`config.mk`:
```
export PLATFORM = sky130hd
export DESIGN_NAME = intUnit
export DESIGN_NICKNAME = d
export VERILOG_FILES = /design/src/intUnitPkg.sv /design/src/intUnit.sv /design/src/interruptChain.sv /design/src/interruptStage.sv /design/src/resetDelayCounter.sv /design/src/resetSequencer.sv
export VERILOG_INCLUDE_DIRS = /design/src
export SDC_FILE = /design/constraint.sdc
export NUM_CORES = 1
export LEC_CHECK = 0
export ABC_AREA = 0
export CORE_UTILIZATION = 53
export CTS_CLUSTER_SIZE = 40
export DETAILED_ROUTE_END_ITERATION = 10
export DONT_BUFFER_PORTS = 1
export PLACE_DENSITY = 0.75
export SYNTH_ARGS = -nofsm -noshare
export SYNTH_HDL_FRONTEND = slang
export SYNTH_SLANG_ARGS = --single-unit
```
`constraint.sdc`:
```
create_clock -name MCLK -period 1.79 [get_ports MCLK]
set_clock_uncertainty 0.15 [all_clocks]
set_input_delay 0.0895 -clock MCLK [delete_from_list [all_inputs] [get_ports MCLK]]
set_output_delay 0.0895 -clock MCLK [all_outputs]
set_load 0.02 [all_outputs]
```
`src/intUnit_config.svh`:
```
`ifndef INTUNIT_CONFIG_SVH
`define INTUNIT_CONFIG_SVH

// ~~~~~~~~~~~~~~~~~~~~~~~~~~~~~~~~~~~~~~~~~~~~~~~~~~~~~~~~~~
// Interrupt chain
// ~~~~~~~~~~~~~~~~~~~~~~~~~~~~~~~~~~~~~~~~~~~~~~~~~~~~~~~~~~

`define NUM_SRC      8   // Peripheral interrupt sources, stage 0 wins
`define VECTOR_W     6   // Width of the vector index sent to the CPU
`define VECTOR_TOP   60  // Index of stage 0, later stages count down

// ~~~~~~~~~~~~~~~~~~~~~~~~~~~~~~~~~~~~~~~~~~~~~~~~~~~~~~~~~~
// Reset stretch
// ~~~~~~~~~~~~~~~~~~~~~~~~~~~~~~~~~~~~~~~~~~~~~~~~~~~~~~~~~~

`define RESET_DELAY  16  // Clocks deviceReset is held after rstN rises
`define DELAY_W      5   // Must hold RESET_DELAY - 1

`endif

```
`src/intUnitPkg.sv`:
```
`default_nettype none

`include "intUnit_config.svh"

package intUnitPkg;

   typedef logic [`VECTOR_W-1:0] vector_t;

   // One hop of the daisy chain, moving toward the CPU
   typedef struct packed {
      logic    req;
      vector_t vector;
   } intLink_t;

   typedef enum logic [1:0] {
      HOLD,      // rstN is low
      STRETCH,   // Counting out the reset stretch
      RUN
   } resetState_t;

endpackage

`default_nettype wire

```
`src/intUnit.sv`:
```
`default_nettype none

`include "intUnit_config.svh"

module intUnit (
   input  logic                 MCLK,
   input  logic                 rstN,
   input  logic                 intAck,
   input  logic [`NUM_SRC-1:0]  intSrc,
   output logic                 deviceReset,
   output logic                 intReq,
   output intUnitPkg::vector_t  intVector,
   output logic [`NUM_SRC-1:0]  intClr
);
   import intUnitPkg::*;

   intLink_t chainLink;

   // ~~~~~~~~~~~~~~~~~~~~~~~~~~~~~~~~~~~~~~~~~~~~~~~~~~~~~~~~~~
   // Device reset
   // ~~~~~~~~~~~~~~~~~~~~~~~~~~~~~~~~~~~~~~~~~~~~~~~~~~~~~~~~~~

   resetSequencer resetSeq (
      .MCLK        (MCLK),
      .rstN        (rstN),
      .deviceReset (deviceReset)
   );

   // ~~~~~~~~~~~~~~~~~~~~~~~~~~~~~~~~~~~~~~~~~~~~~~~~~~~~~~~~~~
   // Priority chain
   // ~~~~~~~~~~~~~~~~~~~~~~~~~~~~~~~~~~~~~~~~~~~~~~~~~~~~~~~~~~

   interruptChain chain (
      .MCLK        (MCLK),
      .deviceReset (deviceReset),
      .intSrc      (intSrc),
      .intAck      (intAck),
      .intLink     (chainLink),
      .intClr      (intClr)
   );

   assign intReq    = chainLink.req;
   assign intVector = chainLink.vector;   // Reads zero when nothing is pending

endmodule

`default_nettype wire

```
`src/interruptChain.sv`:
```
`default_nettype none

`include "intUnit_config.svh"

module interruptChain (
   input  logic                  MCLK,
   input  logic                  deviceReset,
   input  logic [`NUM_SRC-1:0]   intSrc,
   input  logic                  intAck,
   output intUnitPkg::intLink_t  intLink,
   output logic [`NUM_SRC-1:0]   intClr
);
   import intUnitPkg::*;

   // Index n is the link entering stage n from below, index 0 goes to the CPU
   intLink_t            linkBus [`NUM_SRC:0];
   // Index n is the acknowledge arriving at stage n from above
   logic [`NUM_SRC:0]   ackBus;

   assign linkBus[`NUM_SRC] = '{req: 1'b0, vector: '0};   // Empty end of chain
   assign ackBus[0]         = intAck;
   assign intLink           = linkBus[0];

   // ~~~~~~~~~~~~~~~~~~~~~~~~~~~~~~~~~~~~~~~~~~~~~~~~~~~~~~~~~~
   // Stages, highest priority first
   // ~~~~~~~~~~~~~~~~~~~~~~~~~~~~~~~~~~~~~~~~~~~~~~~~~~~~~~~~~~

   genvar i;
   generate
      for (i = 0; i < `NUM_SRC; i++) begin : genStage
         interruptStage #(
            .INDEX (vector_t'(`VECTOR_TOP - i))
         ) stage (
            .MCLK        (MCLK),
            .deviceReset (deviceReset),
            .src         (intSrc[i]),
            .ackIn       (ackBus[i]),
            .linkIn      (linkBus[i+1]),
            .linkOut     (linkBus[i]),
            .ackThru     (ackBus[i+1]),
            .clr         (intClr[i])
         );
      end
   endgenerate

   // An acknowledge that reaches the far end found nothing pending

endmodule

`default_nettype wire

```
`src/interruptStage.sv`:
```
`default_nettype none

module interruptStage #(
   parameter intUnitPkg::vector_t INDEX = '0
) (
   input  logic                 MCLK,
   input  logic                 deviceReset,
   input  logic                 src,
   input  logic                 ackIn,
   input  intUnitPkg::intLink_t linkIn,
   output intUnitPkg::intLink_t linkOut,
   output logic                 ackThru,
   output logic                 clr
);
   import intUnitPkg::*;

   logic pending;

   // ~~~~~~~~~~~~~~~~~~~~~~~~~~~~~~~~~~~~~~~~~~~~~~~~~~~~~~~~~~
   // Pending flag
   // ~~~~~~~~~~~~~~~~~~~~~~~~~~~~~~~~~~~~~~~~~~~~~~~~~~~~~~~~~~

   always_ff @(posedge MCLK) begin
      if (deviceReset) begin
         pending <= 1'b0;
      end
      else if (ackIn && pending) begin
         pending <= 1'b0;                     // Acknowledge beats a new flag
      end
      else if (src) begin
         pending <= 1'b1;
      end
   end

   // ~~~~~~~~~~~~~~~~~~~~~~~~~~~~~~~~~~~~~~~~~~~~~~~~~~~~~~~~~~
   // Chain links
   // ~~~~~~~~~~~~~~~~~~~~~~~~~~~~~~~~~~~~~~~~~~~~~~~~~~~~~~~~~~

   always_comb begin
      if (pending) begin
         linkOut.req    = 1'b1;
         linkOut.vector = INDEX;              // Masks anything further down
      end
      else begin
         linkOut = linkIn;
      end
   end

   assign clr     = ackIn & pending;          // This stage is the one being served
   assign ackThru = ackIn & ~pending;

endmodule

`default_nettype wire

```
`src/resetDelayCounter.sv`:
```
`default_nettype none

`include "intUnit_config.svh"

module resetDelayCounter (
   input  logic MCLK,
   input  logic rstN,
   input  logic run,
   output logic done
);

   localparam logic [`DELAY_W-1:0] LAST_COUNT = `DELAY_W'(`RESET_DELAY - 1);

   logic [`DELAY_W-1:0] count;

   always_ff @(posedge MCLK or negedge rstN) begin
      if (!rstN) begin
         count <= '0;
      end
      else if (!run) begin
         count <= '0;                     // Idle counter sits at zero
      end
      else if (count != LAST_COUNT) begin
         count <= count + 1'b1;
      end
   end

   // Count saturates at the last value, so done stays up while run does
   assign done = (count == LAST_COUNT);

endmodule

`default_nettype wire

```
`src/resetSequencer.sv`:
```
`default_nettype none

module resetSequencer (
   input  logic MCLK,
   input  logic rstN,
   output logic deviceReset
);
   import intUnitPkg::*;

   resetState_t state;
   resetState_t stateNext;
   logic        delayRun;
   logic        delayDone;

   // ~~~~~~~~~~~~~~~~~~~~~~~~~~~~~~~~~~~~~~~~~~~~~~~~~~~~~~~~~~
   // Stretch timer
   // ~~~~~~~~~~~~~~~~~~~~~~~~~~~~~~~~~~~~~~~~~~~~~~~~~~~~~~~~~~

   assign delayRun = (state == STRETCH);

   resetDelayCounter delayCounter (
      .MCLK (MCLK),
      .rstN (rstN),
      .run  (delayRun),
      .done (delayDone)
   );

   // ~~~~~~~~~~~~~~~~~~~~~~~~~~~~~~~~~~~~~~~~~~~~~~~~~~~~~~~~~~
   // State machine
   // ~~~~~~~~~~~~~~~~~~~~~~~~~~~~~~~~~~~~~~~~~~~~~~~~~~~~~~~~~~

   always_comb begin
      stateNext = state;
      unique case (state)
         HOLD: begin
            stateNext = STRETCH;              // First clock seen with rstN high
         end
         STRETCH: begin
            if (delayDone) begin
               stateNext = RUN;
            end
         end
         RUN: begin
            stateNext = RUN;                  // Only rstN brings it back
         end
         default: begin
            stateNext = HOLD;
         end
      endcase
   end

   always_ff @(posedge MCLK or negedge rstN) begin
      if (!rstN) begin
         state       <= HOLD;
         deviceReset <= 1'b1;                 // Asserted at once, no clock needed
      end
      else begin
         state       <= stateNext;
         deviceReset <= (stateNext != RUN);   // Registered so it drops glitch free
      end
   end

endmodule

`default_nettype wire

```
### Word level (Yosys, flattened, before mapping)

Cells that the tools add are included.

| storage, ports and cells | value |
|---|---|
| input port bits | 11 |
| output and inout port bits | 16 |
| logic and storage cells | 69 |
| register bits | 16 |

| operators by class | value |
|---|---|
| eq/ne operators | 6 |
| multiplexer cells | 12 |
| bitwise operators | 22 |
| $add $sub $neg | 1 |
| reductions and logical operators | 17 |

Operators with widths:

| operator | number |
|---|---|
| 7-bit 2-to-1 mux | 8 |
| 2-bit OR reduction | 8 |
| 1-bit AND | 15 |
| 5-bit 2-to-1 mux | 2 |
| 1-bit logical AND | 8 |
| 1-bit NOT | 7 |
| 2-bit one-hot mux with 3 select lines | 1 |
| 5-bit by 1-bit adder with 5-bit output, second input constant | 1 |
| 5-bit by 4-bit == test with 1-bit output, second input constant | 1 |
| 5-bit by 4-bit inequality test with 1-bit output, second input constant | 1 |
| 2-bit by 1-bit == test with 1-bit output, second input constant | 1 |
| 2-bit == test, second input constant | 1 |
| 2-bit zero test | 1 |
| 2-bit 2-to-1 mux | 1 |
| 2-bit by 1-bit inequality test with 1-bit output, second input constant | 1 |
| 2-bit inequality test, second input constant | 1 |

### Depth between registers and ports, before layout

Gate-level depths: netlist (run 1).

| depth | value |
|---|---|
| depth after elaboration | 10 |
| depth in mapped cells | 7 |
| mapped depth without buffers | 6 |

### By module

Synthesis (run 1) repeated with hierarchy kept, for this count alone.

| second synthesis, totals | value |
|---|---|
| cells, all modules | 127 |
| area total of the unflattened synthesis | 1166.1 µm² |

Modules (own cells, without submodules):

| module | area an instance (µm²) | cells an instance | sequential area each (µm²) | times used |
|---|---|---|---|---|
| interruptStage (chain.genStage[0].stage ...) | 100.1 | 12 | 20.0 | 5 |
| resetDelayCounter | 251.5 | 22 | 125.1 | 1 |
| interruptStage (chain.genStage[1].stage ...) | 97.6 | 12 | 20.0 | 2 |
| resetSequencer | 112.6 | 8 | 76.3 | 1 |
| interruptStage (chain.genStage[4].stage) | 102.6 | 12 | 20.0 | 1 |
| interruptChain | 3.8 | 1 | 0.0 | 1 |

### Worst setup path after synthesis (run 1)

No wires, ideal clock.

| timing path | value |
|---|---|
| kind | flip-flop to output port |
| from | register chain.genStage[2].stage.pending |
| to | output intVector[4] |
| setup slack | -129 ps |
| cell stages (with the launch flop) | 5 |
| arrival | 1680 ps |
| buffers on the path | 1 |
| data required time | 1551 ps |
| path through | dfxtp_1 -> or3_4 -> or3_1 -> nand2b_1 -> buf_4 |

| between the ends | value |
|---|---|
| longest elaborated chain between the ends | 3 |

Ends and longest elaborated chain:

| what | RTL line | text |
|---|---|---|
| from (decl) | interruptStage.sv:17 | `logic pending;` |
| from (signal assigned) | interruptStage.sv:25 | `pending <= 1'b0;` |
| from (signal assigned) | interruptStage.sv:28 | `pending <= 1'b0;` |
| from (signal assigned) | interruptStage.sv:31 | `pending <= 1'b1;` |
| 7-bit 2-to-1 mux (3 in a row) | interruptStage.sv:40 | `if (pending) begin` |
| to (decl) | intUnit.sv:12 | `output intUnitPkg::vector_t intVector,` |

No other way between the ends.

### Worst setup path in the final report (run 1)

| timing path | value |
|---|---|
| from | register chain.genStage[3].stage.pending |
| to | output intVector[5] |

| between the ends | value |
|---|---|
| longest elaborated chain between the ends | 4 |

Ends and longest elaborated chain:

| what | RTL line |
|---|---|
| from (decl) | interruptStage.sv:17 |
| from (signal assigned) | interruptStage.sv:25 |
| from (signal assigned) | interruptStage.sv:28 |
| from (signal assigned) | interruptStage.sv:31 |
| 7-bit 2-to-1 mux (4 in a row) | interruptStage.sv:40 |

No other way between the ends.

==> results.json, run 1 <==
{
  "htree_levels": 1,
  "grt_max_degree": 10,
  "seqCellArea_um2": 363,
  "cts_buffers": 3,
  "synth_cell_types": 30,
  "setup_viol": 5,
  "firstDrtPassIters": 3,
  "synth-edff-count": 0,
  "post-dp-hpwl_mm": 1.13,
  "ys_seq_area_frac": 0.433,
  "critPathArrivalTime_ns": 1.63,
  "dieArea_um2": 1740,
  "die_w_um": 41.7,
  "cts_sinks": 16,
  "num-nets-final": 119,
  "clock-root-buffer": "clkbuf_4",
  "final_area_um2": 1050,
  "max-cap-violations": 0,
  "place_area_um2": 852,
  "overflow": 0,
  "final_cell_mix": "17 x nor2_1, 10 x buf_4, 9 x dlygate4sd3_1",
  "finalCritPeriodShare": 1.05,
  "grt_pass1_wl_mm": 2.81,
  "cp.required_ns": 1.55,
  "synth_flop_cell": "dfxtp_1",
  "fmax_mhz": 534,
  "cts_buffer_depth": 2,
  "critical_path_class": "flip-flop to output pin",
  "hold_viol": 7,
  "worst-path-max-fanout": 3,
  "num-fill-cells": 99,
  "whs_ns": -0.0189,
  "multi_input_area_um2": 442,
  "ant_nets": 0,
  "start_util": 0.605,
  "critPathLaunch": "chain.genStage[3].stage.pending",
  "syn2layout_area_growth_pct": 26.2,
  "gp_congestion": 0.786,
  "synth_area_per_cell_um2": 8.99,
  "synth_cells": 93,
  "tightest_slew_ns": 0.616,
  "pre_cts_slack_ns": 0.0883,
  "numPortBuffers": 0,
  "grt_use_total": 0.212,
  "status": "finished, violations left",
  "grt_setup_unrepaired": "true",
  "critPathCaptureType": "output pin",
  "maxSlewViolCount": 0,
  "first_global_vias": 666,
  "drtIter0Drc": 10,
  "post_drt_wl_per_cell_um": 15.1,
  "rows": 13,
  "core_um2": 1380,
  "synth_async_sr_flop_share": 0.500,
  "violations": "hold timing, setup timing",
  "netlist_area_um2": 836,
  "p_leak_nw": 0.454,
  "syn_nets": 106,
  "drc": 0,
  "via_count": 667,
  "finalWirelength_mm": 1.81,
  "layout-drive-gt1-share": 0.276,
  "min_path_type": "input pin to async pin",
  "critPathLaunchType": "flip-flop",
  "period_minus_slack_ns": 1.87,
  "synth_warnings": 0,
  "clk_latency_ns": 0.29,
  "p_per_area_nw_per_um2": 708,
  "final_cells": 120,
  "place_inst": 105,
  "antenna_cells": 0,
  "total_power_uw": 747,
  "clk_pin_slew_ns": 0.11,
  "antenna_found_initial": 0,
  "die_y_um": 41.7,
  "r2r-start": "resetSeq.delayCounter.count[0]",
  "tritoncts": "yes",
  "ys_ff_latch": 16,
  "avgViaCountPerCell": 5.56,
  "worst_slack_ns": -0.0820,
  "layout_commonest_cell": "nor2_1",
  "ir_worst_vdd_mv": 0.578,
  "io_pins": 27,
  "timing.slew.headroom": 0.586
}
-- power breakdown --
group          internal, mW  switching (mW)
combinational        0.0512          0.0734
sequential            0.370         0.00849
clock                 0.124           0.120
-- repair_timing --
action | CTS | global route
cloned | 0 | 0
pin swaps | 2 | 6
endpoints found under the setup margin | 8 | 10
endpoints found under the hold margin | 16 | 0
resized for setup | 9 | 5
buffers inserted | 1 | 1
hold buffers | 9 | 0
-- flip-flops by register name, indices dropped and copies added (netlist names) --
register / cells
resetSeq.state: 2
resetSeq.delayCounter.count: 5
resetSeq.deviceReset: 1
chain.genStage.stage.pending: 8
-- synth_stat cells (2+ instances only) --
library cell  count  area (µm²)
a21oi_1           4        20.0
and2_1            2        12.5
and3_1            3        18.8
buf_4            10        75.1
clkbuf_1          2        7.51
dfrtp_1           7         175
dfxtp_1           8         160
ha_1              2        25.0
inv_1             5        18.8
nand2b_1          2        12.5
nor2_1           18        67.6
nor2b_1           4        25.0
nor3_1            8        40.0
xor2_1            2        17.5
-- cell type report --
class / count / area share
Clock buffer: 4 / 0.0344
Inverter: 5 / 0.0178
Multi-Input combinational cell: 60 / 0.419
Sequential cell: 16 / 0.344
Tap cell: 15 / 0.0178
Timing Repair Buffer: 20 / 0.167
-- stage by stage --
| step | hold WS (ns) | setup TNS [ns] | util |
|---|---|---|---|
| after floorplan | -0.356 | 0 | - |
| after global placement | -0.356 | 0 | 0.616 |
| after CTS | 0.000659 | -0.416 | 0.738 |
| final | -0.0189 | -0.320 | 0.763 |
| after detailed placement | -0.356 | 0 | 0.616 |
| after global routing | 0.00322 | -0.563 | 0.763 |
-- worst paths after layout --
check	slack, ns	endpoint	depth (start not counted)
max	-0.08	intVector[5]	3
min	-0.02	resetSeq.state[1]	1
max reg2reg	0.09	resetSeq.delayCounter.count[3]	6
min reg2reg	0.36	resetSeq.state[0]	1
max in group asynchronous	1.21	resetSeq.deviceReset	1
min in group MCLK	0.01	chain.genStage[0].stage.pending	2
-- critical path: stages (launching register included) --
cell and delay, ns:
dfxtp_1 0.32, or3_4 0.39, or3_4 0.38, nand2b_4 0.25
-- metal layers --
| metal | vias up | share of wire | global-route usage |
|---|---|---|---|
| li1 | 331 | - | - |
| met1 | 320 | 0.44 | 0.259 |
| met2 | 14 | 0.53 | 0.378 |
| met3 | 2 | 0.028 | 0.0391 |
| met4 | 0 | 0.0066 | 0.0581 |
| met5 | - | 0 | 0 |
-- cells by family (layout without fill, tap and decap cells) --
logic type | Yosys count | in the layout | synth area share
AOI/OAI and AO/OA | 10 | 10 | 0.0779
xor gates and xnor gates | 3 | 3 | 0.0314
adders and majority gates | 2 | 2 | 0.0299
buffers and inverters | 17 | 29 | 0.121
DFF | 16 | 16 | 0.433
muxes | 1 | 1 | 0.0120
and+or+nand+nor | 44 | 44 | 0.295
Power figures use the tool's default switching activity.
==> run 2, diff against run 1 <==
--- a/config.mk
+++ b/config.mk
@@ -12,6 +12,7 @@
 export DETAILED_ROUTE_END_ITERATION = 10
 export DONT_BUFFER_PORTS = 1
 export PLACE_DENSITY = 0.75
+export SETUP_SLACK_MARGIN = 0.2
 export SYNTH_ARGS = -nofsm -noshare
 export SYNTH_HDL_FRONTEND = slang
 export SYNTH_SLANG_ARGS = --single-unit
==> results.json, run 2 (synthesis results as in run 1) <==
{
  "layout-drive-gt1-share": 0.429,
  "critPathLaunchType": "flip-flop",
  "rows": 13,
  "critical_path_class": "flip-flop to output pin",
  "critPathArrivalTime_ns": 1.68,
  "drtIter0Drc": 13,
  "ant_nets": 0,
  "timing.slew.headroom": 0.687,
  "maxSlewViolCount": 0,
  "via_count": 723,
  "num-nets-final": 126,
  "grt_max_degree": 10,
  "first_global_vias": 679,
  "cts_sinks": 16,
  "io_pins": 27,
  "worst_slack_ns": -0.127,
  "avgViaCountPerCell": 5.69,
  "antenna_cells": 0,
  "grt_use_total": 0.244,
  "cts_buffer_depth": 2,
  "wl_met3_um": 136,
  "post-dp-hpwl_mm": 1.07,
  "core_um2": 1380,
  "htree_levels": 1,
  "antenna_found_initial": 0,
  "start_util": 0.605,
  "final_cell_mix": "15 x nor2_1, 11 x dlygate4sd3_1, 11 x buf_4",
  "drc": 0,
  "min_path_type": "input pin to flip-flop",
  "max-cap-violations": 0,
  "syn2layout_area_growth_pct": 41.6,
  "place_area_um2": 843,
  "numPortBuffers": 0,
  "p_per_area_nw_per_um2": 657,
  "violations": "setup timing",
  "hold_viol": 0,
  "fmax_mhz": 522,
  "ir_worst_vdd_mv": 0.456,
  "regMostFlops": "chain.genStage.stage.pending",
  "p_leak_nw": 0.484,
  "top_layer_used": "met4",
  "die_w_um": 41.7,
  "gp_congestion": 0.794,
  "cp.required_ns": 1.55,
  "tritoncts": "yes",
  "finalWirelength_mm": 2.24,
  "clk_pin_slew_ns": 0.10,
  "final_util": 0.856,
  "grt_pass1_wl_mm": 3.13,
  "worst-path-max-fanout": 3,
  "firstDrtPassIters": 4,
  "clk_latency_ns": 0.30,
  "wl_met1_um": 906,
  "finalCritPeriodShare": 1.07,
  "tightest_slew_ns": 0.466,
  "largest_reg_flops": 8,
  "route.met2.wl_mm": 1.13,
  "final_area_um2": 1180,
  "reg_top3": "chain.genStage.stage.pending: 8 flops, resetSeq.delayCounter.count: 5 flops, resetSeq.state: 2 flops",
  "status": "finished, violations left",
  "die_y_um": 41.7,
  "dieArea_um2": 1740,
  "period_minus_slack_ns": 1.92,
  "overflow": 0,
  "r2r_slack_ns": 0.19,
  "grt_setup_unrepaired": "true",
  "critPathCaptureType": "output pin",
  "tns_ns": -0.719,
  "layout_commonest_cell": "nor2_1",
  "clock-root-buffer": "clkbuf_4",
  "post_drt_wl_per_cell_um": 17.6,
  "cts_buffers": 3,
  "num-fill-cells": 74,
  "setup_viol": 9
}
[run 2: cell types whose count changed in the layout (fill, tap and decap cells not counted), sizes merged]
| cell | previous run | this run |
|---|---|---|
| buf | 11 | 16 |
| dlygate4sd3 | 9 | 11 |
[run 2: critical path, cell delays in order, from the launching register on]
cell      delay, ns
dfxtp_4        0.35
or3_4          0.39
or3_4          0.38
nand2b_4       0.25
[run 2: area by class of cell]
cell class | count | area [µm²] | area share
Clock buffer | 4 | 36.3 | 0.0307
Inverter | 5 | 18.8 | 0.0159
Multi-Input combinational cell | 60 | 485 | 0.410
Sequential cell | 16 | 375 | 0.317
Tap cell | 15 | 18.8 | 0.0159
Timing Repair Buffer | 27 | 249 | 0.210
[run 2: worst paths after layout]
| check | from | end | cells past startpoint |
|---|---|---|---|
| max | chain.genStage[2].stage.pending | intReq | 3 |
| min | intAck | chain.genStage[1].stage.pending | 2 |
| max reg2reg | resetSeq.delayCounter.count[0] | resetSeq.delayCounter.count[0] | 6 |
| min reg2reg | resetSeq.state[1] | resetSeq.state[0] | 1 |
| max in group asynchronous | rstN | resetSeq.deviceReset | 2 |
| min in group asynchronous | rstN | resetSeq.delayCounter.count[4] | 2 |
[run 2: repair_timing]
item / in CTS / in global routing
hold buffers: 11 / 0
pin swaps: 4 / 8
setup endpoints to repair: 13 / 17
gates resized for setup: 16 / 16
hold endpoints to repair: 16 / 0
cloned: 0 / 0
buffers inserted: 9 / 2
[run 2: power breakdown]
group / leakage [nW] / internal (mW) / switching, mW
sequential: 0.168 / 0.372 / 0.00706
clock: 0.0210 / 0.124 / 0.126
combinational: 0.295 / 0.0606 / 0.0883
total: 0.484 / 0.557 / 0.221
[run 2: per-layer routing]
metal,up-vias,global-route usage
li1,343,-
met1,339,0.292
met2,35,0.403
met3,6,0.0870
met4,0,0.0839
met5,-,0
[run 2: stage by stage]
stage | std cells | setup slack (ns) | power, mW | hold WS (ns)
finish | 127 | -0.127 | 0.778 | 0.0952
global route | 127 | -0.167 | 0.803 | 0.0944
floorplan | 93 | 0.0758 | 0.456 | -0.356
global placement | 101 | 0.172 | 0.462 | -0.356
detailed placement | 101 | 0.135 | 0.464 | -0.356
CTS | 125 | -0.124 | 0.759 | 0.0369
